**src/renkon_pkg.sv**
```systemverilog
`default_nettype none

package renkon_pkg;

  localparam int DWIDTH    = 16;
  localparam int DWIDTHLOG = 4;
  localparam int CONV_MAX  = 3;
  localparam int N_TAPS    = CONV_MAX * CONV_MAX;
  localparam int N_PARAMS  = N_TAPS + 1;      // Nine weights, then the bias
  localparam int ACC_WIDTH = 2 * DWIDTH + 4;  // Guard bits cover the nine-term sum
  localparam int POOL_N    = 4;
  localparam int POOL_POS_W = $clog2(POOL_N);

  typedef logic signed [DWIDTH-1:0]    data_t;
  typedef logic signed [ACC_WIDTH-1:0] acc_t;
  typedef logic [DWIDTHLOG-1:0]        qbits_t;
  typedef logic [3:0]                  param_idx_t;
  typedef logic [POOL_POS_W-1:0]       pool_pos_t;

  typedef enum logic {
    ST_LOAD,
    ST_RUN
  } ctrl_state_t;

  localparam data_t DATA_MAX = data_t'({1'b0, {(DWIDTH-1){1'b1}}});
  localparam data_t DATA_MIN = data_t'({1'b1, {(DWIDTH-1){1'b0}}});

  // Clamp a wide signed value into the range of a data word
  function automatic data_t sat_data(input acc_t v);
    if (v > acc_t'(DATA_MAX)) begin
      return DATA_MAX;
    end
    if (v < acc_t'(DATA_MIN)) begin
      return DATA_MIN;
    end
    return data_t'(v);
  endfunction

endpackage

`default_nettype wire

```
**src/renkon_ctrl.sv**
```systemverilog
`timescale 1ns/1ps
`default_nettype none

module renkon_ctrl
  ( input  logic                          clk
  , input  logic                          rst_n
  , input  logic                          param_we
  , input  logic                          pixel_valid
  , input  renkon_pkg::param_idx_t        param_idx
  , input  logic                          param_last
  , output logic                          run
  , output logic                          cnt_clear
  , output logic [renkon_pkg::N_TAPS-1:0] wreg_we
  , output logic                          breg_we
  , output logic                          conv_oe
  , output logic                          bias_oe
  , output logic                          pool_oe
  );

  renkon_pkg::ctrl_state_t state;
  renkon_pkg::ctrl_state_t state_nxt;

  always_comb begin
    state_nxt = state;
    case (state)
      renkon_pkg::ST_LOAD: begin
        if (param_we && param_last) begin
          state_nxt = renkon_pkg::ST_RUN;  // Bias is the last word of a load
        end
      end
      renkon_pkg::ST_RUN: begin
        if (param_we) begin
          state_nxt = renkon_pkg::ST_LOAD;
        end
      end
      default: state_nxt = renkon_pkg::ST_LOAD;
    endcase
  end

  always_ff @(posedge clk) begin
    if (!rst_n) begin
      state <= renkon_pkg::ST_LOAD;
    end else begin
      state <= state_nxt;
    end
  end

  assign run       = state == renkon_pkg::ST_RUN;
  assign cnt_clear = run && param_we;

  // In ST_RUN the word count already sits at zero, so a reload lands on weight 0
  always_comb begin
    wreg_we = '0;
    breg_we = 1'b0;
    if (param_we) begin
      if (param_idx < renkon_pkg::param_idx_t'(renkon_pkg::N_TAPS)) begin
        wreg_we[param_idx] = 1'b1;
      end else if (param_idx == renkon_pkg::param_idx_t'(renkon_pkg::N_TAPS)) begin
        breg_we = 1'b1;
      end
    end
  end

  assign conv_oe = run && pixel_valid;

  always_ff @(posedge clk) begin
    if (!rst_n) begin
      bias_oe <= 1'b0;
      pool_oe <= 1'b0;
    end else begin
      bias_oe <= conv_oe;  // One cycle per stage
      pool_oe <= bias_oe;
    end
  end

  a_we_onehot: assert property (@(posedge clk) disable iff (!rst_n)
    $onehot0(wreg_we) && !(breg_we && |wreg_we));

  // Writing the bias always completes a load
  a_bias_enters_run: assert property (@(posedge clk) disable iff (!rst_n)
    breg_we |=> run);

endmodule

`default_nettype wire

```
**config.mk**
```make
export PLATFORM = sky130hd
export DESIGN_NAME = renkon_ctrl
export DESIGN_NICKNAME = d
export VERILOG_FILES = /design/src/renkon_pkg.sv /design/src/renkon_ctrl.sv
export SDC_FILE = /design/constraint.sdc
export NUM_CORES = 1
export LEC_CHECK = 0
export ABC_AREA = 1
export BUFFER_PORTS_ARGS = -buffer_cell sky130_fd_sc_hd__buf_2
export CAP_MARGIN = 20
export CORE_AREA = 5 5 42 44
export CTS_BUF_LIST = sky130_fd_sc_hd__clkbuf_8
export DETAILED_ROUTE_END_ITERATION = 6
export DIE_AREA = 0 0 47 49
export SLEW_MARGIN = 15
export SYNTH_ARGS = -nofsm -noshare
export SYNTH_HDL_FRONTEND = slang
export SYNTH_SLANG_ARGS = --single-unit
```
**constraint.sdc**
```tcl
create_clock -name clk -period 1.1 [get_ports clk]
set_input_delay 0.165 -clock clk [delete_from_list [all_inputs] [get_ports clk]]
set_output_delay 0.165 -clock clk [all_outputs]
set_load 0.03 [all_outputs]
```
==> flow_summary.ini <==
[floorplan]
fp.dieW_um = 47
die_y_um = 49
start_util = 0.139
core_um2 = 1400
fp-row-count = 14
io_pins = 24
dieArea_um2 = 2300

[timing]
clock.fmax_ghz = 0.985
fin_tns_setup_ps = 0
maxSlewViolCount = 0
hold_viol = 0
slew_headroom = 0.891
fin_crit_ps = 1020
tightestPinTransition_ps = 164
timing.final.crit_share = 0.923
rsz0062_at_grt = no
setup_viol = 0
skew_ps = 3.13

[synthesis]
synthDistinctLibCells = 7
yosysSeqAreaShare = 0.308
synth_area_leaders = dfxtp_1 31%, nor2_1 23%, inv_1 15%, nand2_1 15%, nand3_2 10%
syn_inst = 35
synth_area_um2 = 195
yosysWarnings = 0
ys_ff_latch = 3
avgSynthCellArea_um2 = 5.58
syn_nets = 44
yosys.area.top_type = dfxtp_1
yosysTopAreaCellShare = 0.308

[clock_network]
cts_buffer_depth = 2
clock-root-buffer = clkbuf_8
clk_pin_slew_ps = 30
cts_resized = 0
clk_latency_ps = 210
clock_sinks = 3
post_cts_buffers = 0
cts_inserted_buffers = 3
ctsHoldBuffers = 0
htreeDepth = 1
cts_tree = built

[global_route]
overflow = 0
grt_pass1_wl_um = 1080
grt_pass1_vias = 304
met2_usage = 0.0814
grt_use_total = 0.0632
busiest_layer = met1
grt_max_degree = 6
use_met3 = 0.0480
antenna_found_initial = 0
grtUsageMet1 = 0.0830

[drt]
viasPerCell = 3.77
wirelength_um = 664
via_count = 294
wl_per_cell_um = 8.51
drt.antenna.violating_nets = 0
drtPass1Iterations = 4
drcViolationCount = 0
detail_route.iter0.violations = 3

[place]
port_buffers = 23
gp_congestion = 0.743

[critical_path]
cp_max_fo = 4
rr_worst_depth = 3
endpoint = cnt_clear
start_kind = flop
crit_start = run
reg2reg_to = run
cp.required_ps = 940
end_kind = output port
r2r_start = run
arrival_ps = 850
critical_path_class = reg2out
reg2reg_setup_slack_ps = 490

[power_and_ir_drop]
total_leakage_power_nw = 0.259
ir_drop_mv = 0.762
powerDensity_nw_per_um2 = 1350
power_mw = 0.512

[worst_hold_path]
hold_path_depth = 3
hp-class = in2reg

[layout]
syn_to_final_growth_pct = 94.2
utilization = 0.271
drive_gt1_frac = 0.468
antenna-diode-count = 0
nets = 72

[run_status]
outcome = finished, final reports clean

[flow_run]
cap_violations = 0
==> placed cells by master (no fill, tap or decap), drive strengths merged <==
cell type	n
clkbuf	4
a21oi	1
buf	22
dfxtp	3
nor2	12
nand3	3
inv	9
nand2	8
==> sequential cells by signal, summed over array words and instances (netlist names) <==
name,count
bias_oe,1
run,1
pool_oe,1
==> critical path: stages (launching register included) <==
cell and delay, ps:
dfxtp_2 340, nand2_1 70, inv_1 50, buf_2 180
==> layer usage <==
metal  share of wire  up-vias
li1                -      155
met1            0.47      116
met2            0.31       23
met3            0.21        0
met4               0        0
met5               0        -
==> through the flow <==
| step | setup WS (ps) | cell area [µm²] | cells | hold slack (ps) |
|---|---|---|---|---|
| after global routing | 26.5 | 379 | 78 | 177 |
| after floorplan | 97.6 | 195 | 35 | 258 |
| after CTS | 35.7 | 375 | 78 | 163 |
| after detailed placement | 157 | 330 | 74 | 381 |
| final | 84.8 | 379 | 78 | 165 |
| after global placement | 175 | 330 | 74 | 379 |
==> how the worst min path moves through the flow <==
| stage | from | slack, ps | endpoint |
|---|---|---|---|
| 6_report | rst_n | 170 | pool_oe |
| 5_1_grt | rst_n | 180 | pool_oe |
| 4_1_cts | rst_n | 160 | pool_oe |
| 3_5_place_dp | rst_n | 380 | pool_oe |
| 3_3_place_gp | rst_n | 380 | pool_oe |
| 2_1_floorplan | rst_n | 260 | pool_oe |
==> synthesized netlist by cell type, drive strengths merged <==
cell,instances
nand3,3
a21oi,1
inv,8
nand2,8
nor2,12
dfxtp,3
==> report_power, final <==
group / total [mW] / switching [mW] / internal (mW)
Combinational: 0.0911 / 0.0614 / 0.0297
Clock: 0.304 / 0.0666 / 0.237
Sequential: 0.117 / 0.00305 / 0.114
Total: 0.512 / 0.131 / 0.381
==> logic make-up (layout without fill, tap and decap cells) <==
kind of cell,count (synthesis),after routing,synth area share
DFF,3,3,0.308
and+or+nand+nor,23,23,0.513
AOI/OAI and AO/OA,1,1,0.0256
buffers and inverters,8,35,0.154
==> area by class of cell <==
cell class              count  area, µm²
repair buffers             23        118
fillers                   162       1020
clock buffers               3       41.3
flip-flops and latches      3       61.3
clock inverters             1       3.75
inverters                   8       30.0
well taps                  16       20.0
multi-input cells          24        105
Power figures use the tool's default switching activity.
