--- src/renkon_pkg.sv ---
`default_nettype none

package renkon_pkg;

  localparam int DWIDTH    = 16;
  localparam int DWIDTHLOG = 4;
  localparam int CONV_MAX  = 3;
  localparam int N_TAPS    = CONV_MAX * CONV_MAX;
  localparam int N_PARAMS  = N_TAPS + 1;      // Nine weights, then the bias
  localparam int ACC_WIDTH = 2 * DWIDTH + 4;  // Guard bits cover the nine-term sum
  localparam int POOL_N    = 4;
  localparam int POOL_POS_W = $clog2(POOL_N);

  typedef logic signed [DWIDTH-1:0]    data_t;
  typedef logic signed [ACC_WIDTH-1:0] acc_t;
  typedef logic [DWIDTHLOG-1:0]        qbits_t;
  typedef logic [3:0]                  param_idx_t;
  typedef logic [POOL_POS_W-1:0]       pool_pos_t;

  typedef enum logic {
    ST_LOAD,
    ST_RUN
  } ctrl_state_t;

  localparam data_t DATA_MAX = data_t'({1'b0, {(DWIDTH-1){1'b1}}});
  localparam data_t DATA_MIN = data_t'({1'b1, {(DWIDTH-1){1'b0}}});

  // Clamp a wide signed value into the range of a data word
  function automatic data_t sat_data(input acc_t v);
    if (v > acc_t'(DATA_MAX)) begin
      return DATA_MAX;
    end
    if (v < acc_t'(DATA_MIN)) begin
      return DATA_MIN;
    end
    return data_t'(v);
  endfunction

endpackage

`default_nettype wire

--- src/renkon_count.sv ---
`timescale 1ns/1ps
`default_nettype none

module renkon_count
  ( input  logic                   clk
  , input  logic                   rst_n
  , input  logic                   param_we
  , input  logic                   pixel_valid
  , input  logic                   clear
  , input  logic                   run
  , output renkon_pkg::param_idx_t param_idx
  , output logic                   param_last
  , output logic                   pool_last
  );

  renkon_pkg::param_idx_t param_cnt;
  renkon_pkg::pool_pos_t  pool_pos;
  logic                   win_acc;
  logic                   last_d1;
  logic                   last_d2;

  assign win_acc    = pixel_valid && run;  // Windows in ST_LOAD never count
  assign param_idx  = param_cnt;
  assign param_last = param_cnt == renkon_pkg::param_idx_t'(renkon_pkg::N_PARAMS - 1);
  assign pool_last  = last_d2;

  always_ff @(posedge clk) begin
    if (!rst_n) begin
      param_cnt <= '0;
    end else if (param_we) begin
      param_cnt <= param_last ? '0 : param_cnt + 1'b1;
    end
  end

  // A reload restarts the grouping so the next window opens a new group
  always_ff @(posedge clk) begin
    if (!rst_n || clear) begin
      pool_pos <= '0;
    end else if (win_acc) begin
      if (pool_pos == renkon_pkg::pool_pos_t'(renkon_pkg::POOL_N - 1)) begin
        pool_pos <= '0;
      end else begin
        pool_pos <= pool_pos + 1'b1;
      end
    end
  end

  // Two stages of delay put the flag beside pool_oe at the pool stage
  always_ff @(posedge clk) begin
    if (!rst_n) begin
      last_d1 <= 1'b0;
      last_d2 <= 1'b0;
    end else begin
      last_d1 <= win_acc && (pool_pos == renkon_pkg::pool_pos_t'(renkon_pkg::POOL_N - 1));
      last_d2 <= last_d1;
    end
  end

  a_param_cnt_range: assert property (@(posedge clk) disable iff (!rst_n)
    param_cnt <= renkon_pkg::param_idx_t'(renkon_pkg::N_PARAMS - 1));

endmodule

`default_nettype wire

--- config.mk ---
export PLATFORM = sky130hd
export DESIGN_NAME = renkon_count
export DESIGN_NICKNAME = d
export VERILOG_FILES = /design/src/renkon_pkg.sv /design/src/renkon_count.sv
export SDC_FILE = /design/constraint.sdc
export NUM_CORES = 1
export LEC_CHECK = 0
export ABC_AREA = 1
export BUFFER_PORTS_ARGS = -buffer_cell sky130_fd_sc_hd__buf_2
export CELL_PAD_IN_SITES_DETAIL_PLACEMENT = 0
export CELL_PAD_IN_SITES_GLOBAL_PLACEMENT = 1
export CORE_MARGIN = 3
export CORE_UTILIZATION = 27
export DETAILED_ROUTE_END_ITERATION = 8
export GPL_TIMING_DRIVEN = 0
export MAX_ROUTING_LAYER = met4
export PLACE_DENSITY = 0.77
export SYNTH_ARGS = -nofsm -noshare
export SYNTH_HDL_FRONTEND = slang
export SYNTH_SLANG_ARGS = --single-unit
--- constraint.sdc ---
create_clock -name clk -period 0.8 [get_ports clk]
set_input_delay 0.2 -clock clk [delete_from_list [all_inputs] [get_ports clk]]
set_output_delay 0.2 -clock clk [all_outputs]
set_load 0.01 [all_outputs]
==> metrics.md <==
| Metric | Value |
|---|---|
| Status | `finished with violations` |
| Failing checks | `negative setup slack` |
| Util after Layout | `0.5267` |
| Simple-Gate Fraction of Synth Area | `0.3227` |
| Syn Area/Cell | `7.057 um2` |
| Post-route minimum period | `around 1.1 ns` |
| Synth top area share | `0.4539` |
| Main combinational cell family by area after synthesis | `simple AND/OR/NAND/NOR gates` |
| Slew of the pin with the lowest slew margin | `between 0.1 and 0.15 ns` |
| DRT Pass-1 Iters | `1` |
| Final net count | `82` |
| Yosys top cell by area | `dfxtp_1` |
| Worst Path Required | `approximately 0.60 ns` |
| Synthesized flop and latch total | `8` |
| Setup WS pre-CTS | `-0.1349 ns` |
| First-pass GRT wire length | `between 1 and 1.5 mm` |
| Final Cycle Share | `1.402` |
| Vias in the first global route | `326` |
| Total Wirelength | `slightly above 800 um` |
| Post-Synth Adder-Cell Area | `0.03546` |
| GRT Total Usage | `0.1023` |
| Rel. slew slack | `0.9111` |
| Area Growth Syn to Fin | `74.82%` |
| PortBufs | `11` |
| Total CTS buffers | `3` |
| H-tree depth | `1` |
| Crit path kind | `flop to primary output` |
| Post-synth net total | `57` |
| Leak | `between 0.2 and 0.3 nW` |
| PwrDens | `1359 nW/um2` |
| Post-cts hold buffer count | `0` |
| Die Ht | `42.15 um` |
| Synth unique cells | `14` |
| Synthesis Warnings | `0` |
| Pin count of the biggest net entering global routing | `8` |
| Clock root cell | `clkbuf_4` |
| Layout cells sized above 1 | `0.5753` |
| Netlist Area Pre-Place | `approximately 350 um2` |
| Routability cong. | `~0.77` |
| RSZ-0062 raised after global routing | `yes` |
| Synth Area in XOR/XNOR | `0` |
| Antenna diodes | `0` |
| Clock Sinks | `8` |
| Synth area leaders | `dfxtp_1 45%, nand2_1 15%, inv_1 7.4%` |
| CTS max path bufs | `2` |
| Peak Freq | `891.9 MHz` |
| Starting density of the core | `0.3013` |
| Worst setup EP type | `primary output` |
| Slew Viols, Final | `0` |
| Vias per cell | `4.322` |
| CP Max Fanout | `2` |
| Final Hold Viols | `0` |
| Critical Path Source Type | `flop` |
| Reg2Reg Depth | `6` |
| Die Area | `~1800 um2` |
| Io pins | `12` |
| Post-synthesis mux area share | `0` |
| Hpwl dp | `just over 500 um` |
| Post-route ant nets | `0` |
| Vias | `376` |
| Skew-Pair Late Insertion Delay | `between 0.2 and 0.3 ns` |
| Worst-path clk slew | `around 0.05 ns` |
| Final setup margin | `-0.3213 ns` |
| Iter 0 DRT Violations | `0` |
| Total gr overflow | `0` |
| Hold Path Class | `primary input to flop` |
| WP data arrival | `about 0.92 ns` |
| Antenna violations before repair | `0` |
| CTS tree | `yes` |
| Placed cell area | `456.7 um2` |
| Setup-failing EPs final | `11` |
| Compound-Gate Fraction of Synth Area | `0.08156` |
| Skew final | `approximately 0.0023 ns` |
| Max Cap Viol | `0` |
| Routed len/inst | `just over 9 um` |
| Core ar. | `roughly 1200 um2` |
| Post-Synthesis Cells | `50` |
| Total power | `~0.84 mW` |
| Finished Cell Area | `616.8 um2` |
| DRC | `0` |
| Sequential fraction of the synthesis area | `0.4539` |
| Worst ir drop on vdd | `1155 uV` |
| Die width | `between 40 and 50 um` |
| Num rows | `12` |
| Setup tns final | `-1.692 ns` |
| R2R setup slack | `-0.16 ns` |
| Worst hold stages | `4` |
[layout make-up]
cell class                 count  area, um2
inverter                      10      42.54
clock buffer                   3      22.52
fill                         123      554.3
multi-input combinational     32      200.2
tap                           14      17.52
sequential                     8      175.2
timing repair buffer          20      158.9
[metrics by stage]
| stage | hold slack (ns) | instances |
|---|---|---|
| after floorplan | 0.2935 | 50 |
| after global placement | 0.3934 | 75 |
| after detailed placement | 0.4082 | 75 |
| after CTS | 0.1987 | 85 |
| after global routing | 0.2240 | 87 |
| final | 0.2091 | 87 |
[final timing paths]
kind | from | end
hold / removal | clear | pool_pos[1]
setup / recovery | param_idx[2] | param_last
setup reg to reg | param_idx[1] | param_idx[3]
hold reg to reg | last_d1 | pool_last
[synthesized netlist by cell type]
cell and n:
nor3_1 1, nor2_4 1, nand4_1 1, nand2_2 1, dfxtp_1 8, a21oi_2 1, nand3_1 2, inv_1 7
ha_1 1, inv_2 3, nand2_1 14, a21oi_1 3, o21ai_0 1, nor2_1 6
[worst max-delay path, cell delays in order (launching register included)]
cell and delay [ns]:
dfxtp_4 0.34, inv_4 0.05, nand2_4 0.05, nor3_4 0.09, buf_2 0.14
[flip-flops by register name, indices dropped and copies added (netlist names)]
register and count:
param_idx 4, pool_pos 2, last_d1 1, pool_last 1
[cells by family (layout without fill, tap and decap cells)]
kind of cell               after synthesis  after routing
AOI/OAI and AO/OA                        5              5
adders and majority gates                1              1
DFF                                      8              8
and+or+nand+nor                         26             26
buffers and inverters                   10             33
[placed cells by master, fill, tap and decap left out]
| cell type | netlist | routed |
|---|---|---|
| a21oi_1 | 3 | 2 |
| a21oi_2 | 1 | 2 |
| buf_2 | 0 | 7 |
| buf_4 | 0 | 6 |
| buf_6 | 0 | 7 |
| clkbuf_4 | 0 | 3 |
| dfxtp_1 | 8 | 2 |
| dfxtp_2 | 0 | 3 |
| dfxtp_4 | 0 | 3 |
| ha_4 | 0 | 1 |
| inv_1 | 7 | 7 |
| inv_2 | 3 | 1 |
| inv_4 | 0 | 2 |
| nand2_1 | 14 | 12 |
| nand2_2 | 1 | 2 |
| nand2_4 | 0 | 1 |
| nand3_1 | 2 | 1 |
| nand3_2 | 0 | 1 |
| nand4_1 | 1 | 1 |
| nor2_1 | 6 | 5 |
| nor2_2 | 0 | 1 |
| nor2_4 | 1 | 1 |
| nor3_4 | 0 | 1 |
| o21ai_1 | 0 | 1 |
[report_power, final]
group          internal (mW)  switching, mW
Sequential             0.405        0.00981
Combinational         0.0681         0.0640
Clock                  0.171          0.121
[layer usage]
layer | wire length (um) | up-vias | track usage
li1 | - | 201 | -
met1 | 348 | 165 | 0.1292
met2 | 400 | 8 | 0.1389
met3 | 54 | 2 | 0.06438
met4 | 6 | 0 | 0.01863
met5 | 0 | - | -
[repair_timing]
action,in CTS,in global routing
buffers inserted,7,2
pin swaps,8,4
gates resized for setup,12,6
setup endpoints to repair,9,12
hold endpoints to repair,0,0
Power figures use the tool's default switching activity.
