**config.mk**
```make
export PLATFORM = sky130hd
export DESIGN_NAME = renkon_pool
export DESIGN_NICKNAME = d
export VERILOG_FILES = /design/src/renkon_pkg.sv /design/src/renkon_pool.sv
export SDC_FILE = /design/constraint.sdc
export NUM_CORES = 1
export LEC_CHECK = 0
export BUFFER_PORTS_ARGS = -buffer_cell sky130_fd_sc_hd__buf_2
export CAP_MARGIN = 10
export CELL_PAD_IN_SITES_DETAIL_PLACEMENT = 1
export CELL_PAD_IN_SITES_GLOBAL_PLACEMENT = 1
export CORE_ASPECT_RATIO = 0.5
export CORE_MARGIN = 10
export CORE_UTILIZATION = 40
export DETAILED_ROUTE_END_ITERATION = 8
export PLACE_DENSITY = 0.83
export SKIP_LAST_GASP = 1
export SYNTH_ARGS = -nofsm -noshare
export SYNTH_HDL_FRONTEND = slang
export SYNTH_SLANG_ARGS = --single-unit
```
**constraint.sdc**
```tcl
create_clock -name clk -period 2.5 [get_ports clk]
set_clock_uncertainty 0.05 [all_clocks]
set_input_delay 0.375 -clock clk [delete_from_list [all_inputs] [get_ports clk]]
set_output_delay 0.375 -clock clk [all_outputs]
set_load 0.02 [all_outputs]
```
**src/renkon_pkg.sv**
```systemverilog
`default_nettype none

package renkon_pkg;

  localparam int DWIDTH    = 16;
  localparam int DWIDTHLOG = 4;
  localparam int CONV_MAX  = 3;
  localparam int N_TAPS    = CONV_MAX * CONV_MAX;
  localparam int N_PARAMS  = N_TAPS + 1;      // Nine weights, then the bias
  localparam int ACC_WIDTH = 2 * DWIDTH + 4;  // Guard bits cover the nine-term sum
  localparam int POOL_N    = 4;
  localparam int POOL_POS_W = $clog2(POOL_N);

  typedef logic signed [DWIDTH-1:0]    data_t;
  typedef logic signed [ACC_WIDTH-1:0] acc_t;
  typedef logic [DWIDTHLOG-1:0]        qbits_t;
  typedef logic [3:0]                  param_idx_t;
  typedef logic [POOL_POS_W-1:0]       pool_pos_t;

  typedef enum logic {
    ST_LOAD,
    ST_RUN
  } ctrl_state_t;

  localparam data_t DATA_MAX = data_t'({1'b0, {(DWIDTH-1){1'b1}}});
  localparam data_t DATA_MIN = data_t'({1'b1, {(DWIDTH-1){1'b0}}});

  // Clamp a wide signed value into the range of a data word
  function automatic data_t sat_data(input acc_t v);
    if (v > acc_t'(DATA_MAX)) begin
      return DATA_MAX;
    end
    if (v < acc_t'(DATA_MIN)) begin
      return DATA_MIN;
    end
    return data_t'(v);
  endfunction

endpackage

`default_nettype wire

```
**src/renkon_pool.sv**
```systemverilog
`timescale 1ns/1ps
`default_nettype none

module renkon_pool
  ( input  logic              clk
  , input  logic              rst_n
  , input  renkon_pkg::data_t pixel_in
  , input  logic              pool_en
  , input  logic              pool_last
  , input  logic              out_en
  , output renkon_pkg::data_t pixel_out
  , output logic              out_valid
  );

  renkon_pkg::data_t run_max;
  renkon_pkg::data_t cand;
  logic              first;  // Next window opens a group

  assign cand = (first || pixel_in > run_max) ? pixel_in : run_max;

  always_ff @(posedge clk) begin
    if (!rst_n) begin
      out_valid <= 1'b0;
      first     <= 1'b1;
    end else begin
      out_valid <= out_en && (!pool_en || pool_last);
      if (!pool_en) begin
        first <= 1'b1;
      end else if (out_en) begin
        first <= pool_last;
      end
    end
  end

  always_ff @(posedge clk) begin
    if (out_en) begin
      run_max <= cand;
      if (!pool_en) begin
        pixel_out <= pixel_in;
      end else if (pool_last) begin
        pixel_out <= cand;
      end
    end
  end

  // A group spans four windows, so two results can never be adjacent
  a_pool_spacing: assert property (@(posedge clk) disable iff (!rst_n)
    (out_valid && pool_en) |=> !out_valid);

endmodule

`default_nettype wire

```
==> metrics.md <==
| Metric | Value |
|---|---|
| Number of distinct library cell variants in the gate-level netlist after synthesis | `26` |
| Final Wtd Congestion | `0.781` |
| Post-synthesis instance total | `134` |
| Synthesis warning total | `0` |
| Start point of the critical path | `run_max[15]` |
| Most used cells in the layout excluding fill and tap cells | `37 x sky130_fd_sc_hd__buf_2, 32 x sky130_fd_sc_hd__edfxtp_1, 30 x sky130_fd_sc_hd__mux2_2` |
| Areal power density over the cells | `533 nW/um^2` |
| All-layer global routing usage | `13.8%` |
| Final min period | `2.85 ns` |
| Vias per inst | `5.14` |
| Insertion delay of the later-clocked pin in the worst-skew pair | `0.30 ns` |
| Setup crit end kind | `register` |
| Detailed-routing iteration count for the pre-antenna-repair pass | `4` |
| Worst R2R Path Depth | `12` |
| Slack of the critical path | `-0.348 ns` |
| # diodes | `0` |
| Share of synthesized area occupied by flip-flops and latches | `53.7%` |
| Antenna-violating nets left | `0` |
| Post-synthesis instance area | `1870 sq um` |
| Data required time of the critical path | `2.50 ns` |
| Site row count | `17` |
| Clock-pin slew of the registers on the worst-case setup and hold paths | `0.08 ns` |
| DIE HEIGHT | `68.3 microns` |
| Setup repair after global routing missed its margin | `true` |
| TritonCTS clock tree | `built` |
| Result of the run | `complete, but fails checks` |
| Failing checks | `negative setup slack` |
| Placeable core area | `4450 sq um` |
| Iteration-0 DRC count of the detailed router | `57` |
| Worst slack on hold paths | `0.232 ns` |
| Number of buffers inserted for hold repair after clock tree synthesis | `0` |
| Crit share post-route | `114%` |
| Number of top-level design ports | `38` |
| First-pass GRT wire length | `8110 microns` |
| Root Buffer | `sky130_fd_sc_hd__clkbuf_8` |
| Level count of the clock H-tree | `2` |
| Layout cell share with drive strength beyond 1 | `60.1%` |
| Static power due to leakage | `1.13 nW` |
| Startpoint types | `register` |
| Synth Area per Inst | `13.9 sq um` |
| Maximum number of pins on one net before global-route repair | `18` |
| Hold Path End | `first` |
| Floorplan die width | `117 microns` |
| Post-detailed-placement half-perimeter wirelength | `3240 microns` |
| Hold Path Origin | `rst_n` |
| Net Count, Synth | `171` |
| Highest clock rate | `351 MHz` |
| Depth of the worst hold-timing path | `2` |
| Classification of the worst setup path | `reg2reg` |
| Highest fanout seen on the critical path | `6` |
| VDD IR-drop max | `218 uV` |
| Register-to-register setup slack | `-0.35 ns` |
| Count of buffers from port buffering | `37` |
| CTS Buf Count | `5` |
| Max Cap Violations | `0` |
| Tightest Pin Transition | `0.310 ns` |
| Final hold violation count | `0` |
| Origin of the critical flop-to-flop path | `run_max[15]` |
| Inst Count DP | `246` |
| Buffer depth of the longest clock path | `2` |
| DRC viols | `0` |
| Final core utilization | `58.1%` |
| Total setup violations reported at the end of the flow | `32` |
| Data arrival time of the worst path | `2.85 ns` |
| Overflow left after global routing | `0` |
| Placement Setup Slack | `-0.380 ns` |
| Initial standard-cell utilization of the core | `42.0%` |
| Routed wire length per instance | `22.6 microns` |
| Area of the die | `7960 sq um` |
| Number of synthesized register bits | `34` |
| Antenna violations before repair | `0` |
| Worst max-slew margin expressed relative to the limit | `79.1%` |
| Type of the most critical hold path | `in2reg` |
| Final Max Slew Viols | `0` |
| Number of global-route vias before repair | `1498` |
| Relative area change from synthesis to final layout | `38.5%` |
| Count of nets after finishing | `244` |
| Clock sink count | `34` |
| Most common cell after layout, fill and taps aside | `sky130_fd_sc_hd__buf_2` |
| Final Routed Wirelength | `5990 microns` |
| Routed vias | `1362` |
| Count of placed standard cells in the final layout, fillers left out | `265` |
| Endpoint of the worst-slack reg-to-reg timing path | `pixel_out[5]` |
==> logic make-up (layout without fill, tap and decap cells) <==
group / after synthesis / in the layout / synth area share, %
flops: 34 / 34 / 53.7
mux: 33 / 33 / 19.9
buf+inv: 20 / 94 / 4.83
fa+ha+maj: 16 / 16 / 10.7
simple gates: 16 / 16 / 5.23
compound gates: 15 / 15 / 5.70
==> routing by layer <==
layer,wire length [microns],vias up,global-route usage [%],share of wire [%]
met5,0,-,0,0
met3,280,15,4.36,4.7
met1,2670,667,14.9,45
met4,155,0,7.34,2.6
li1,-,649,-,-
met2,2890,31,24.3,48
==> metrics by stage <==
| stage | setup TNS (ns) | power, mW | area [sq um] |
|---|---|---|---|
| 6_report | -10.12 | 1.38 | 2580 |
| 5_1_grt | -13.42 | 1.44 | 2580 |
| 4_1_cts | -4.68 | 1.33 | 2460 |
| 3_5_place_dp | -10.80 | 0.896 | 2280 |
| 3_3_place_gp | -8.76 | 0.887 | 2280 |
| 2_1_floorplan | -1.47 | 0.803 | 1900 |
==> registers in the layout (all words and copies together) (netlist names) <==
name	cells
run_max	16
first	1
out_valid	1
pixel_out	16
==> critical path, cell delays in order (launching register included) <==
cell	delay (ns)
sky130_fd_sc_hd__edfxtp_1	0.37
sky130_fd_sc_hd__inv_1	0.08
sky130_fd_sc_hd__ha_4	0.29
sky130_fd_sc_hd__nand4_1	0.20
sky130_fd_sc_hd__buf_4	0.22
sky130_fd_sc_hd__nor2_1	0.15
sky130_fd_sc_hd__nand2_1	0.11
sky130_fd_sc_hd__buf_4	0.15
sky130_fd_sc_hd__a221oi_2	0.26
sky130_fd_sc_hd__buf_4	0.19
sky130_fd_sc_hd__o21ai_4	0.07
sky130_fd_sc_hd__buf_6	0.15
sky130_fd_sc_hd__mux2_2	0.29
==> worst max path at each step <==
stage                          to  slack (ns)
floorplan           pixel_out[10]       -0.09
global placement      run_max[11]       -0.32
detailed placement     run_max[4]       -0.38
CTS                 pixel_out[13]       -0.18
global route         pixel_out[8]       -0.45
finish               pixel_out[5]       -0.35
==> timing repair <==
| item | CTS | global route |
|---|---|---|
| pin swaps | 5 | 5 |
| setup endpoints to repair | 32 | 32 |
| gates resized for setup | 6 | 12 |
| hold endpoints to repair | 0 | 0 |
| buffers inserted | 5 | 6 |
==> power breakdown <==
group          switching (mW)  internal [mW]  leakage (nW)  total, mW
clock                   0.211          0.225        0.0455      0.435
combinational           0.140          0.123         0.761      0.263
sequential             0.0165          0.663         0.326      0.679
==> cell usage after synthesis <==
cell type                  instances  area, sq um
sky130_fd_sc_hd__o21bai_1          1         7.51
sky130_fd_sc_hd__nor4_2            1         12.5
sky130_fd_sc_hd__and4bb_2          1         12.5
sky130_fd_sc_hd__o21ai_2           1         8.76
sky130_fd_sc_hd__nor2_1            1         3.75
sky130_fd_sc_hd__a21oi_1           6         30.0
sky130_fd_sc_hd__dfxtp_1           2         40.0
sky130_fd_sc_hd__nand3_1           2         10.0
sky130_fd_sc_hd__nand4_1           3         18.8
sky130_fd_sc_hd__edfxtp_1         32          961
sky130_fd_sc_hd__nor2_2            1         6.26
sky130_fd_sc_hd__nor3_1            1         5.00
sky130_fd_sc_hd__a21boi_0          1         7.51
sky130_fd_sc_hd__mux2_2           32          360
sky130_fd_sc_hd__a21o_1            2         15.0
sky130_fd_sc_hd__and2_1            1         6.26
sky130_fd_sc_hd__nand2_1           4         15.0
sky130_fd_sc_hd__a31oi_1           1         6.26
sky130_fd_sc_hd__inv_1            18         67.6
sky130_fd_sc_hd__or2b_1            1         7.51
sky130_fd_sc_hd__a211oi_1          1         7.51
sky130_fd_sc_hd__mux2i_1           1         10.0
sky130_fd_sc_hd__o221ai_1          1         8.76
sky130_fd_sc_hd__ha_1             16          200
sky130_fd_sc_hd__buf_6             2         22.5
sky130_fd_sc_hd__a221oi_2          1         15.0
==> area by class of cell <==
cell class,count,area (sq um)
Tap cell,57,71.3
Inverter,18,67.6
Clock buffer,8,90.1
Sequential cell,34,1000
Fill cell,466,1860
Multi-Input combinational cell,80,903
Timing Repair Buffer,68,450
(Power assumes the default switching activity.)
