### config.mk
export PLATFORM = sky130hd
export DESIGN_NAME = renkon_bias_act
export DESIGN_NICKNAME = d
export VERILOG_FILES = /design/src/renkon_pkg.sv /design/src/renkon_bias_act.sv
export SDC_FILE = /design/constraint.sdc
export NUM_CORES = 1
export LEC_CHECK = 0
export BUFFER_PORTS_ARGS = -buffer_cell sky130_fd_sc_hd__buf_4
export CORE_MARGIN = 2
export CORE_UTILIZATION = 57
export DETAILED_ROUTE_END_ITERATION = 7
export MAX_ROUTING_LAYER = met4
export PLACE_DENSITY = 0.87
export SLEW_MARGIN = 20
export SYNTH_ARGS = -nofsm -noshare
export SYNTH_HDL_FRONTEND = slang
export SYNTH_SLANG_ARGS = --single-unit
export TNS_END_PERCENT = 30
### constraint.sdc
create_clock -name clk -period 7.9 [get_ports clk]
set_input_delay 1.58 -clock clk [delete_from_list [all_inputs] [get_ports clk]]
set_output_delay 1.58 -clock clk [all_outputs]
set_load 0.1 [all_outputs]
### src/renkon_pkg.sv
`default_nettype none

package renkon_pkg;

  localparam int DWIDTH    = 16;
  localparam int DWIDTHLOG = 4;
  localparam int CONV_MAX  = 3;
  localparam int N_TAPS    = CONV_MAX * CONV_MAX;
  localparam int N_PARAMS  = N_TAPS + 1;      // Nine weights, then the bias
  localparam int ACC_WIDTH = 2 * DWIDTH + 4;  // Guard bits cover the nine-term sum
  localparam int POOL_N    = 4;
  localparam int POOL_POS_W = $clog2(POOL_N);

  typedef logic signed [DWIDTH-1:0]    data_t;
  typedef logic signed [ACC_WIDTH-1:0] acc_t;
  typedef logic [DWIDTHLOG-1:0]        qbits_t;
  typedef logic [3:0]                  param_idx_t;
  typedef logic [POOL_POS_W-1:0]       pool_pos_t;

  typedef enum logic {
    ST_LOAD,
    ST_RUN
  } ctrl_state_t;

  localparam data_t DATA_MAX = data_t'({1'b0, {(DWIDTH-1){1'b1}}});
  localparam data_t DATA_MIN = data_t'({1'b1, {(DWIDTH-1){1'b0}}});

  // Clamp a wide signed value into the range of a data word
  function automatic data_t sat_data(input acc_t v);
    if (v > acc_t'(DATA_MAX)) begin
      return DATA_MAX;
    end
    if (v < acc_t'(DATA_MIN)) begin
      return DATA_MIN;
    end
    return data_t'(v);
  endfunction

endpackage

`default_nettype wire

### src/renkon_bias_act.sv
`timescale 1ns/1ps
`default_nettype none

module renkon_bias_act
  ( input  logic              clk
  , input  logic              rst_n
  , input  logic              breg_we
  , input  renkon_pkg::data_t read_bias
  , input  renkon_pkg::data_t pixel_in
  , input  logic              bias_en
  , input  logic              relu_en
  , input  logic              out_en
  , output renkon_pkg::data_t pixel_out
  );

  renkon_pkg::data_t bias;
  renkon_pkg::data_t addend;
  renkon_pkg::acc_t  biased;
  renkon_pkg::data_t clamped;
  renkon_pkg::data_t act;

  always_ff @(posedge clk) begin
    if (!rst_n) begin
      bias <= '0;
    end else if (breg_we) begin
      bias <= read_bias;
    end
  end

  assign addend = bias_en ? bias : '0;

  // The wide sum cannot overflow, so one clamp afterwards is enough
  assign biased  = renkon_pkg::acc_t'(pixel_in) + renkon_pkg::acc_t'(addend);
  assign clamped = renkon_pkg::sat_data(biased);

  always_comb begin
    act = clamped;
    if (relu_en && clamped < 0) begin
      act = '0;
    end
  end

  always_ff @(posedge clk) begin
    if (out_en) begin
      pixel_out <= act;
    end
  end

endmodule

`default_nettype wire

==> impl_summary.md, run 1 <==
Status
The run finished with clean final reports.

STA
Setup repair after global routing left no endpoint under its margin. The maximum clock rate is 242 MHz. At the pin with the least slew margin, the transition time is between 0.5 and 0.6 ns. Setup violations remaining at the end of the flow were counted as 0. The post-route fraction of the period consumed by the critical path is 52.4%. The setup TNS after final layout is 0 ns. Counting I/O delays and the setup requirement, the final critical path takes 4.14 ns. The clock arrives with 0.00337 ns of skew. The total count of hold-check failures in the final report is 0. Across all setup checks in the final design, the least slack found is approximately 3.8 ns.

The max-slew violation total from the final report is 0. Measured against its own limit, the worst slew margin works out to 64.9%.

CTS
The root buffer cell is sky130_fd_sc_hd__clkbuf_8. The post-CTS clock slew at the launch and capture registers of the worst setup and hold paths is 0.06 ns. The total clock buffers created by CTS is 5.

The number of levels the H-tree was split into is 2. The CTS tree is yes. The number of gates resized after CTS is 0.

The count of hold-fix buffers inserted at cts is 0. Counting every sink on the clock net gives 32. The number of buffers inserted by post-CTS setup repair is 0. The clock latency on the worst-skew pair is 0.28 ns.

The buffer levels on the longest clock path is 2.

Cells and area
The final net count is 320. In the final layout, the share of cells above drive strength 1 is about 29%. The repair_antennas step left the layout with diodes totalling 0. Relative to the synthesized area, the layout overhead comes to 23.0%. The finished cells cover 2640 um2. The fraction of the core area covered by cells at the end of the flow is 72.6%.

Die
Pin placement for this block handled between 50 and 60 I/O pins. The horizontal extent of the die is 65.3 um. The area of the placeable core is around 3600 um2.

The area enclosed by the die boundary is 4270 um2. The effective utilization at floorplan is 59.0%. The die height is 65.3 um. The number of rows created at floorplan is 22.

Hold path
The worst hold path belongs to the class register to register.

Run
The number of violations of the max-capacitance limit is 0.

Worst setup path
The highest net fanout along the worst path is 16. The signal on the critical path passes through buf_4 -> and2_1 -> ha_1 -> inv_1 -> fa_1 -> and2b_1 -> o2111ai_2 -> a211oi_2 -> o41ai_1 -> a32o_2 -> or2_1 -> o21ai_1. For this run, the slowest stage of the critical path takes around 0.46 ns. On the critical path the largest part of the delay comes from compound AO/OA/AOI/OAI gates.

STA classifies the critical path startpoint as a primary input. The classification of the worst setup path is primary input to register. The worst setup path is captured at a register. For this design, the slowest cell found on the critical path is sky130_fd_sc_hd__or2_1. The arrival time of the worst setup path is 4.15 ns. For the worst setup path, the data required time is roughly 7.9 ns.

The critical path contains buffers and inverters numbering 2 combined.

Yosys
Synthesis produced a netlist whose cell count is 212. The dominant synthesized flop cell is sky130_fd_sc_hd__edfxtp_1. The unique cell type count in the Yosys netlist is 46.

Counting flops with an async set or reset pin after synthesis yields a share of 0%. Sequential cells were found to cover 37.4% of the synthesized design area. Summing every instance area after synthesis gives 2140 um2.

Yosys mapped a number of flops with a built-in enable equal to 16. The number of flip-flops and latches in the synthesized netlist is 32. Counting every net in the synthesized netlist gives 267.

During synthesis, Yosys emitted a total of 0 warnings. Dividing the synthesized area by the synthesized cell count gives 10.1 um2.

Detailed routing
The number of detailed-routing iterations run before antenna repair is 4. The total via count after detailed routing is 1674. After detailed routing, the number of remaining DRC violations is 0. The final wirelength is 3870 um. The number of design-rule violations left by the first detailed-router iteration is 64. The via density per instance is 5.35. The residual antenna-violating net count after detailed routing is 0.

After detailed routing, the average wire length per cell comes to ~12 um.

Place
At the placement stage, the worst setup path has a slack of approximately 3.5 ns. Routability-driven placement finished with a final weighted congestion of 0.847. The HPWL reported at the end of detailed placement is 3090 um.

The number of buffers added on ports is 53. Summing all placed instances gives a cell area of 2560 um2.

Power and ir drop
IR analysis of the VDD net gives a maximum drop of between 0.0001 and 0.00015 V. In this run the static leakage power is 0.00120 uW. Dividing total power by cell area gives a power density of 190 nW/um2.

Global route
The number of global-route vias before repair is 1467. The global-route usage over all layers is 20.3%. The total global routing overflow is 0.

The initial antenna violation count was 0. The maximum number of pins on one net before global-route repair is 17. The first-pass GRT wire length is 6510 um.
==> cell usage in the layout (no fill, tap or decap), types with 3 or more instances in the layout <==
cell | netlist | layout
sky130_fd_sc_hd__xor2_1 | 5 | 5
sky130_fd_sc_hd__nor2b_1 | 17 | 17
sky130_fd_sc_hd__o21a_1 | 3 | 3
sky130_fd_sc_hd__o21ai_1 | 6 | 6
sky130_fd_sc_hd__inv_1 | 5 | 5
sky130_fd_sc_hd__mux2i_1 | 16 | 16
sky130_fd_sc_hd__nor2_1 | 7 | 7
sky130_fd_sc_hd__a21oi_1 | 11 | 11
sky130_fd_sc_hd__and2_1 | 15 | 15
sky130_fd_sc_hd__ha_1 | 16 | 16
sky130_fd_sc_hd__dfxtp_1 | 16 | 16
sky130_fd_sc_hd__buf_4 | 0 | 53
sky130_fd_sc_hd__edfxtp_1 | 16 | 16
sky130_fd_sc_hd__clkbuf_8 | 0 | 5
sky130_fd_sc_hd__nand2_1 | 12 | 12
sky130_fd_sc_hd__o21ai_0 | 3 | 3
sky130_fd_sc_hd__o21ai_2 | 11 | 11
sky130_fd_sc_hd__xnor2_1 | 7 | 7
sky130_fd_sc_hd__a21o_1 | 5 | 5
==> tightest hold or removal path, cell delays in order, from the launching register on <==
cell	delay (ns)
sky130_fd_sc_hd__dfxtp_1	0.32
sky130_fd_sc_hd__mux2i_1	0.06
sky130_fd_sc_hd__nor2b_1	0.09
==> registers in the layout, indices dropped and copies added, names as in the netlist <==
name and flops:
pixel_out 16, bias 16
==> cells in the mapped netlist (2+ instances only) <==
cell / instances / share of area [%]
sky130_fd_sc_hd__and2_1: 15 / 4.4
sky130_fd_sc_hd__o31a_1: 2 / 0.82
sky130_fd_sc_hd__o211ai_1: 2 / 0.70
sky130_fd_sc_hd__o21ai_1: 6 / 1.4
sky130_fd_sc_hd__o21ai_0: 3 / 0.70
sky130_fd_sc_hd__nand2_1: 12 / 2.1
sky130_fd_sc_hd__ha_1: 16 / 9.3
sky130_fd_sc_hd__edfxtp_1: 16 / 22
sky130_fd_sc_hd__inv_1: 5 / 0.88
sky130_fd_sc_hd__and3_1: 2 / 0.58
sky130_fd_sc_hd__a21oi_1: 11 / 2.6
sky130_fd_sc_hd__dfxtp_1: 16 / 15
sky130_fd_sc_hd__o21a_1: 3 / 1.1
sky130_fd_sc_hd__a21o_1: 5 / 1.8
sky130_fd_sc_hd__clkbuf_1: 5 / 0.88
sky130_fd_sc_hd__nand3_1: 2 / 0.47
sky130_fd_sc_hd__xor2_1: 5 / 2.0
sky130_fd_sc_hd__mux2i_1: 16 / 7.5
sky130_fd_sc_hd__buf_6: 2 / 1.1
sky130_fd_sc_hd__nor2b_1: 17 / 5.0
sky130_fd_sc_hd__xnor2_1: 7 / 2.9
sky130_fd_sc_hd__a211oi_1: 2 / 0.70
sky130_fd_sc_hd__o21ai_2: 11 / 4.5
sky130_fd_sc_hd__nor2_1: 7 / 1.2
sky130_fd_sc_hd__or2_1: 2 / 0.58
sky130_fd_sc_hd__nor3_1: 2 / 0.47
==> final timing paths <==
kind | from | end | slack, ns | cells after the start
setup reg to reg | bias[0] | pixel_out[0] | 4.93 | 11
hold reg to reg | bias[8] | bias[8] | 0.51 | 2
setup / recovery | bias_en | pixel_out[0] | 3.76 | 12
hold / removal | bias[8] | bias[8] | 0.51 | 2
==> stage by stage <==
stage / total power, uW / hold WS, ns / cells
global placement: 389 / 0.487 / 306
detailed placement: 392 / 0.502 / 306
finish: 502 / 0.510 / 313
floorplan: 351 / 0.474 / 212
CTS: 504 / 0.517 / 313
global route: 526 / 0.533 / 313
==> per-layer routing <==
layer | global-route usage [%] | vias up | wire [um]
met1 | 24.9 | 745 | 1770
met3 | 3.77 | 6 | 187
met4 | 8.59 | 0 | 56
li1 | - | 872 | -
met2 | 33.0 | 51 | 1850
met5 | - | - | 0
==> cell type report <==
class                           instances  area [um2]
Timing Repair Buffer                   53         398
Fill cell                             306         997
Inverter                                5        18.8
Sequential cell                        32         801
Tap cell                               48        60.1
Multi-Input combinational cell        168        1280
Clock buffer                            7        76.3
==> cell families after synthesis <==
group	synth area share, %
buf+inv	2.80
xor+xnor	5.66
mux	7.47
fa+ha+maj	10.3
flops	37.4
simple gates	17.3
compound gates	19.1
==> where the power goes <==
part	leakage [uW]	switching, uW	internal (uW)
sequential	0.000289	4.66	194
combinational	0.000868	130	60.7
clock	0.0000383	52.1	60.4
total	0.00120	186	315
Power figures use the tool's default switching activity.
==> inputs of run 2 (changes only) <==
--- a/config.mk
+++ b/config.mk
@@ -7,10 +7,10 @@
 export LEC_CHECK = 0
 export BUFFER_PORTS_ARGS = -buffer_cell sky130_fd_sc_hd__buf_4
 export CORE_MARGIN = 2
-export CORE_UTILIZATION = 57
+export CORE_UTILIZATION = 48
 export DETAILED_ROUTE_END_ITERATION = 7
 export MAX_ROUTING_LAYER = met4
-export PLACE_DENSITY = 0.87
+export PLACE_DENSITY = 0.78
 export SLEW_MARGIN = 20
 export SYNTH_ARGS = -nofsm -noshare
 export SYNTH_HDL_FRONTEND = slang
==> constraint.sdc (replaced) <==
create_clock -name clk -period 3.43 [get_ports clk]
set_input_delay 0.686 -clock clk [delete_from_list [all_inputs] [get_ports clk]]
set_output_delay 0.686 -clock clk [all_outputs]
set_load 0.1 [all_outputs]
==> impl_summary.md, run 2 (synthesized netlist as in run 1, its figures left out) <==
Worst setup path
The type of origin of the critical path is a primary input. The data required time of the critical path is 3.45 ns. Together, buffers and inverters on the worst path number 2. The critical path's slowest cell is sky130_fd_sc_hd__or2_1. The arrival time of the worst setup path is 3.23 ns. The type of destination of the critical path is a register.

The critical path goes through buf_4 -> and2_1 -> ha_1 -> inv_1 -> fa_1 -> and2b_1 -> o2111ai_2 -> a211oi_2 -> o41ai_1 -> a32o_2 -> or2_1 -> o21ai_1. The cell family contributing the most delay on the critical path is compound AO/OA/AOI/OAI gates. The classification of the worst setup path is primary input to register. The delay contributed by the slowest stage of the critical path is 0.46 ns. In this run the worst path has a maximum fanout of 16.

Global route
The first-pass GRT wire length is 6870 um. The initial antenna violation count is 0. Entering global routing, the biggest net connects 17 pins.

The total global routing overflow is 0. Global routing used 17.9% of the available tracks. The number of global-route vias before repair came to approximately 1600.

Hold path
The min-delay analysis places its worst path in the category register to register.

STA
Setup violations remaining at the end of the flow were counted as 0. Setup repair after global routing left no endpoint under its margin. The maximum clock rate is a little over 300 MHz.

The total count of hold-check failures in the final report was 0. The setup TNS after final layout is 0 ns. The actual slew at the worst max-slew pin is 0.525 ns.

The post-route fraction of the period consumed by the critical path is a little over nine tenths. The clock tree skew after final layout is 0.00328 ns. The hold slack is 0.505 ns. Measured against its own limit, the worst slew margin works out to approximately two thirds. The max-slew violation total from the final report came to 0.

The clock period could shrink to 3.21 ns.

CTS
The number of buffers inserted by post-CTS setup repair is 0. The number of levels the H-tree was split into is 2. The total clock buffers created by CTS is 5. The count of hold-fix buffers inserted at cts is 0. After clock tree synthesis, the clock-pin slew on the worst setup and hold paths is 0.06 ns. The buffer levels on the longest clock path is 2. The number of gates resized after CTS is 0. Clock tree synthesis selected as its root buffer the cell sky130_fd_sc_hd__clkbuf_8. The clock net in this run drives a total of 32 sinks. At the later pin of the worst-skew pair, clock insertion delay measures between 0.2 and 0.3 ns. TritonCTS built the clock tree.

Die
The I/O pin count is between 50 and 60. Once the floorplan was initialized, standard cells occupied about half of the core. The floorplan step defined a die boundary enclosing approximately 5000 um2. The die height is roughly 71 um.

The number of rows created at floorplan is 24. The core region is 4320 um2. The die is 70.8 um wide.

Run
The tool flagged a number of max-cap violations equal to 0.

Place
After detailed placement, the total cell area comes to 2580 um2. The number of buffers added on ports is 53. At the end of routability-driven placement, the weighted congestion stood at 0.894.

Detailed placement finished with a half-perimeter wire length of between 3000 and 4000 um.

Status
The flow ran to the end, and the final reports show no timing, DRC or antenna violations.

Cells and area
The final net count is 322. The top cell types in the final layout, fill and taps aside, are sky130_fd_sc_hd__buf_4, sky130_fd_sc_hd__nor2b_1. Of the cells placed in the final design, the portion with a size suffix greater than 1 is 29.6%.

The signed area change from the synthesized netlist to the final layout is 23.9%. The area of all placed cells without fillers is roughly 2700 um2. Cells fill 61.4% of the core in the end. The number of antenna diodes in the final layout is 0. After filler insertion, the fill cell instance count of the layout stands at 397. The library cell used most frequently in the layout, excluding fill and tap cells, is sky130_fd_sc_hd__buf_4.

In the final layout, the registers with the most flip-flops are bias x16, pixel_out x16.

Detailed routing
Using the TritonRoute via totals, the vias-per-cell ratio works out to about 5.3. The final layout contains routed wiring with a total length of between 4000 and 5000 um. After detailed routing, the number of remaining DRC violations is 0.

For this block, the initial DRC count from the detailed router was about 120. The total via count after detailed routing is 1698. The number of detailed-routing iterations run before antenna repair is 4. The residual antenna-violating net count after detailed routing is 0. The mean routed wirelength per cell is 12.8 um.

Power and ir drop
The maximum VDD drop is 0.000183 V. The total leakage power is 0.00121 uW. The power density over the cells is 440 nW/um2.
==> run 2: cell types whose count changed in the layout (fill, tap and decap cells not counted), sizes merged <==
cell	delta
buf	+2
==> run 2: report_power, final <==
group          switching [uW]  total (uW)  internal, uW
Combinational             297         439           142
Clock                     132         271           139
Sequential               11.2         458           447
Total                     440        1170           728
==> run 2: area by class of cell <==
type | count | area [um2] | share of cell area (%)
clock buffer | 7 | 76.3 | 2.87
tap | 52 | 65.1 | 2.45
multi-input combinational | 168 | 1280 | 48.3
inverter | 5 | 18.8 | 0.707
timing repair buffer | 55 | 413 | 15.5
sequential | 32 | 801 | 30.1
==> run 2: final timing paths <==
| kind | startpoint | to | slack [ns] | depth (start not counted) |
|---|---|---|---|---|
| max | bias_en | pixel_out[0] | 0.22 | 12 |
| min | bias[3] | bias[3] | 0.50 | 2 |
| max reg2reg | bias[0] | pixel_out[0] | 0.49 | 11 |
| min reg2reg | bias[3] | bias[3] | 0.50 | 2 |
==> run 2: metrics by stage <==
stage / std cells / total power [uW] / setup WS [ns]
final: 319 / 1170 / 0.216
after global routing: 319 / 1220 / 0.0285
after CTS: 319 / 1180 / 0.223
after detailed placement: 312 / 907 / -0.0664
after global placement: 312 / 900 / 0.0215
after floorplan: 212 / 808 / 0.205
==> run 2: worst min-delay path, delay by kind of cell (launching register included) <==
kind	cells	cell delay (ns)
multiplexers	1	0.06
AND/OR/NAND/NOR	1	0.09
flip-flops	1	0.32
==> run 2: metal layers <==
metal  track usage (%)  wire length, um
met4              9.43              105
met3              2.99              193
met2              30.0             1970
met5                 -                0
met1              20.5             1820
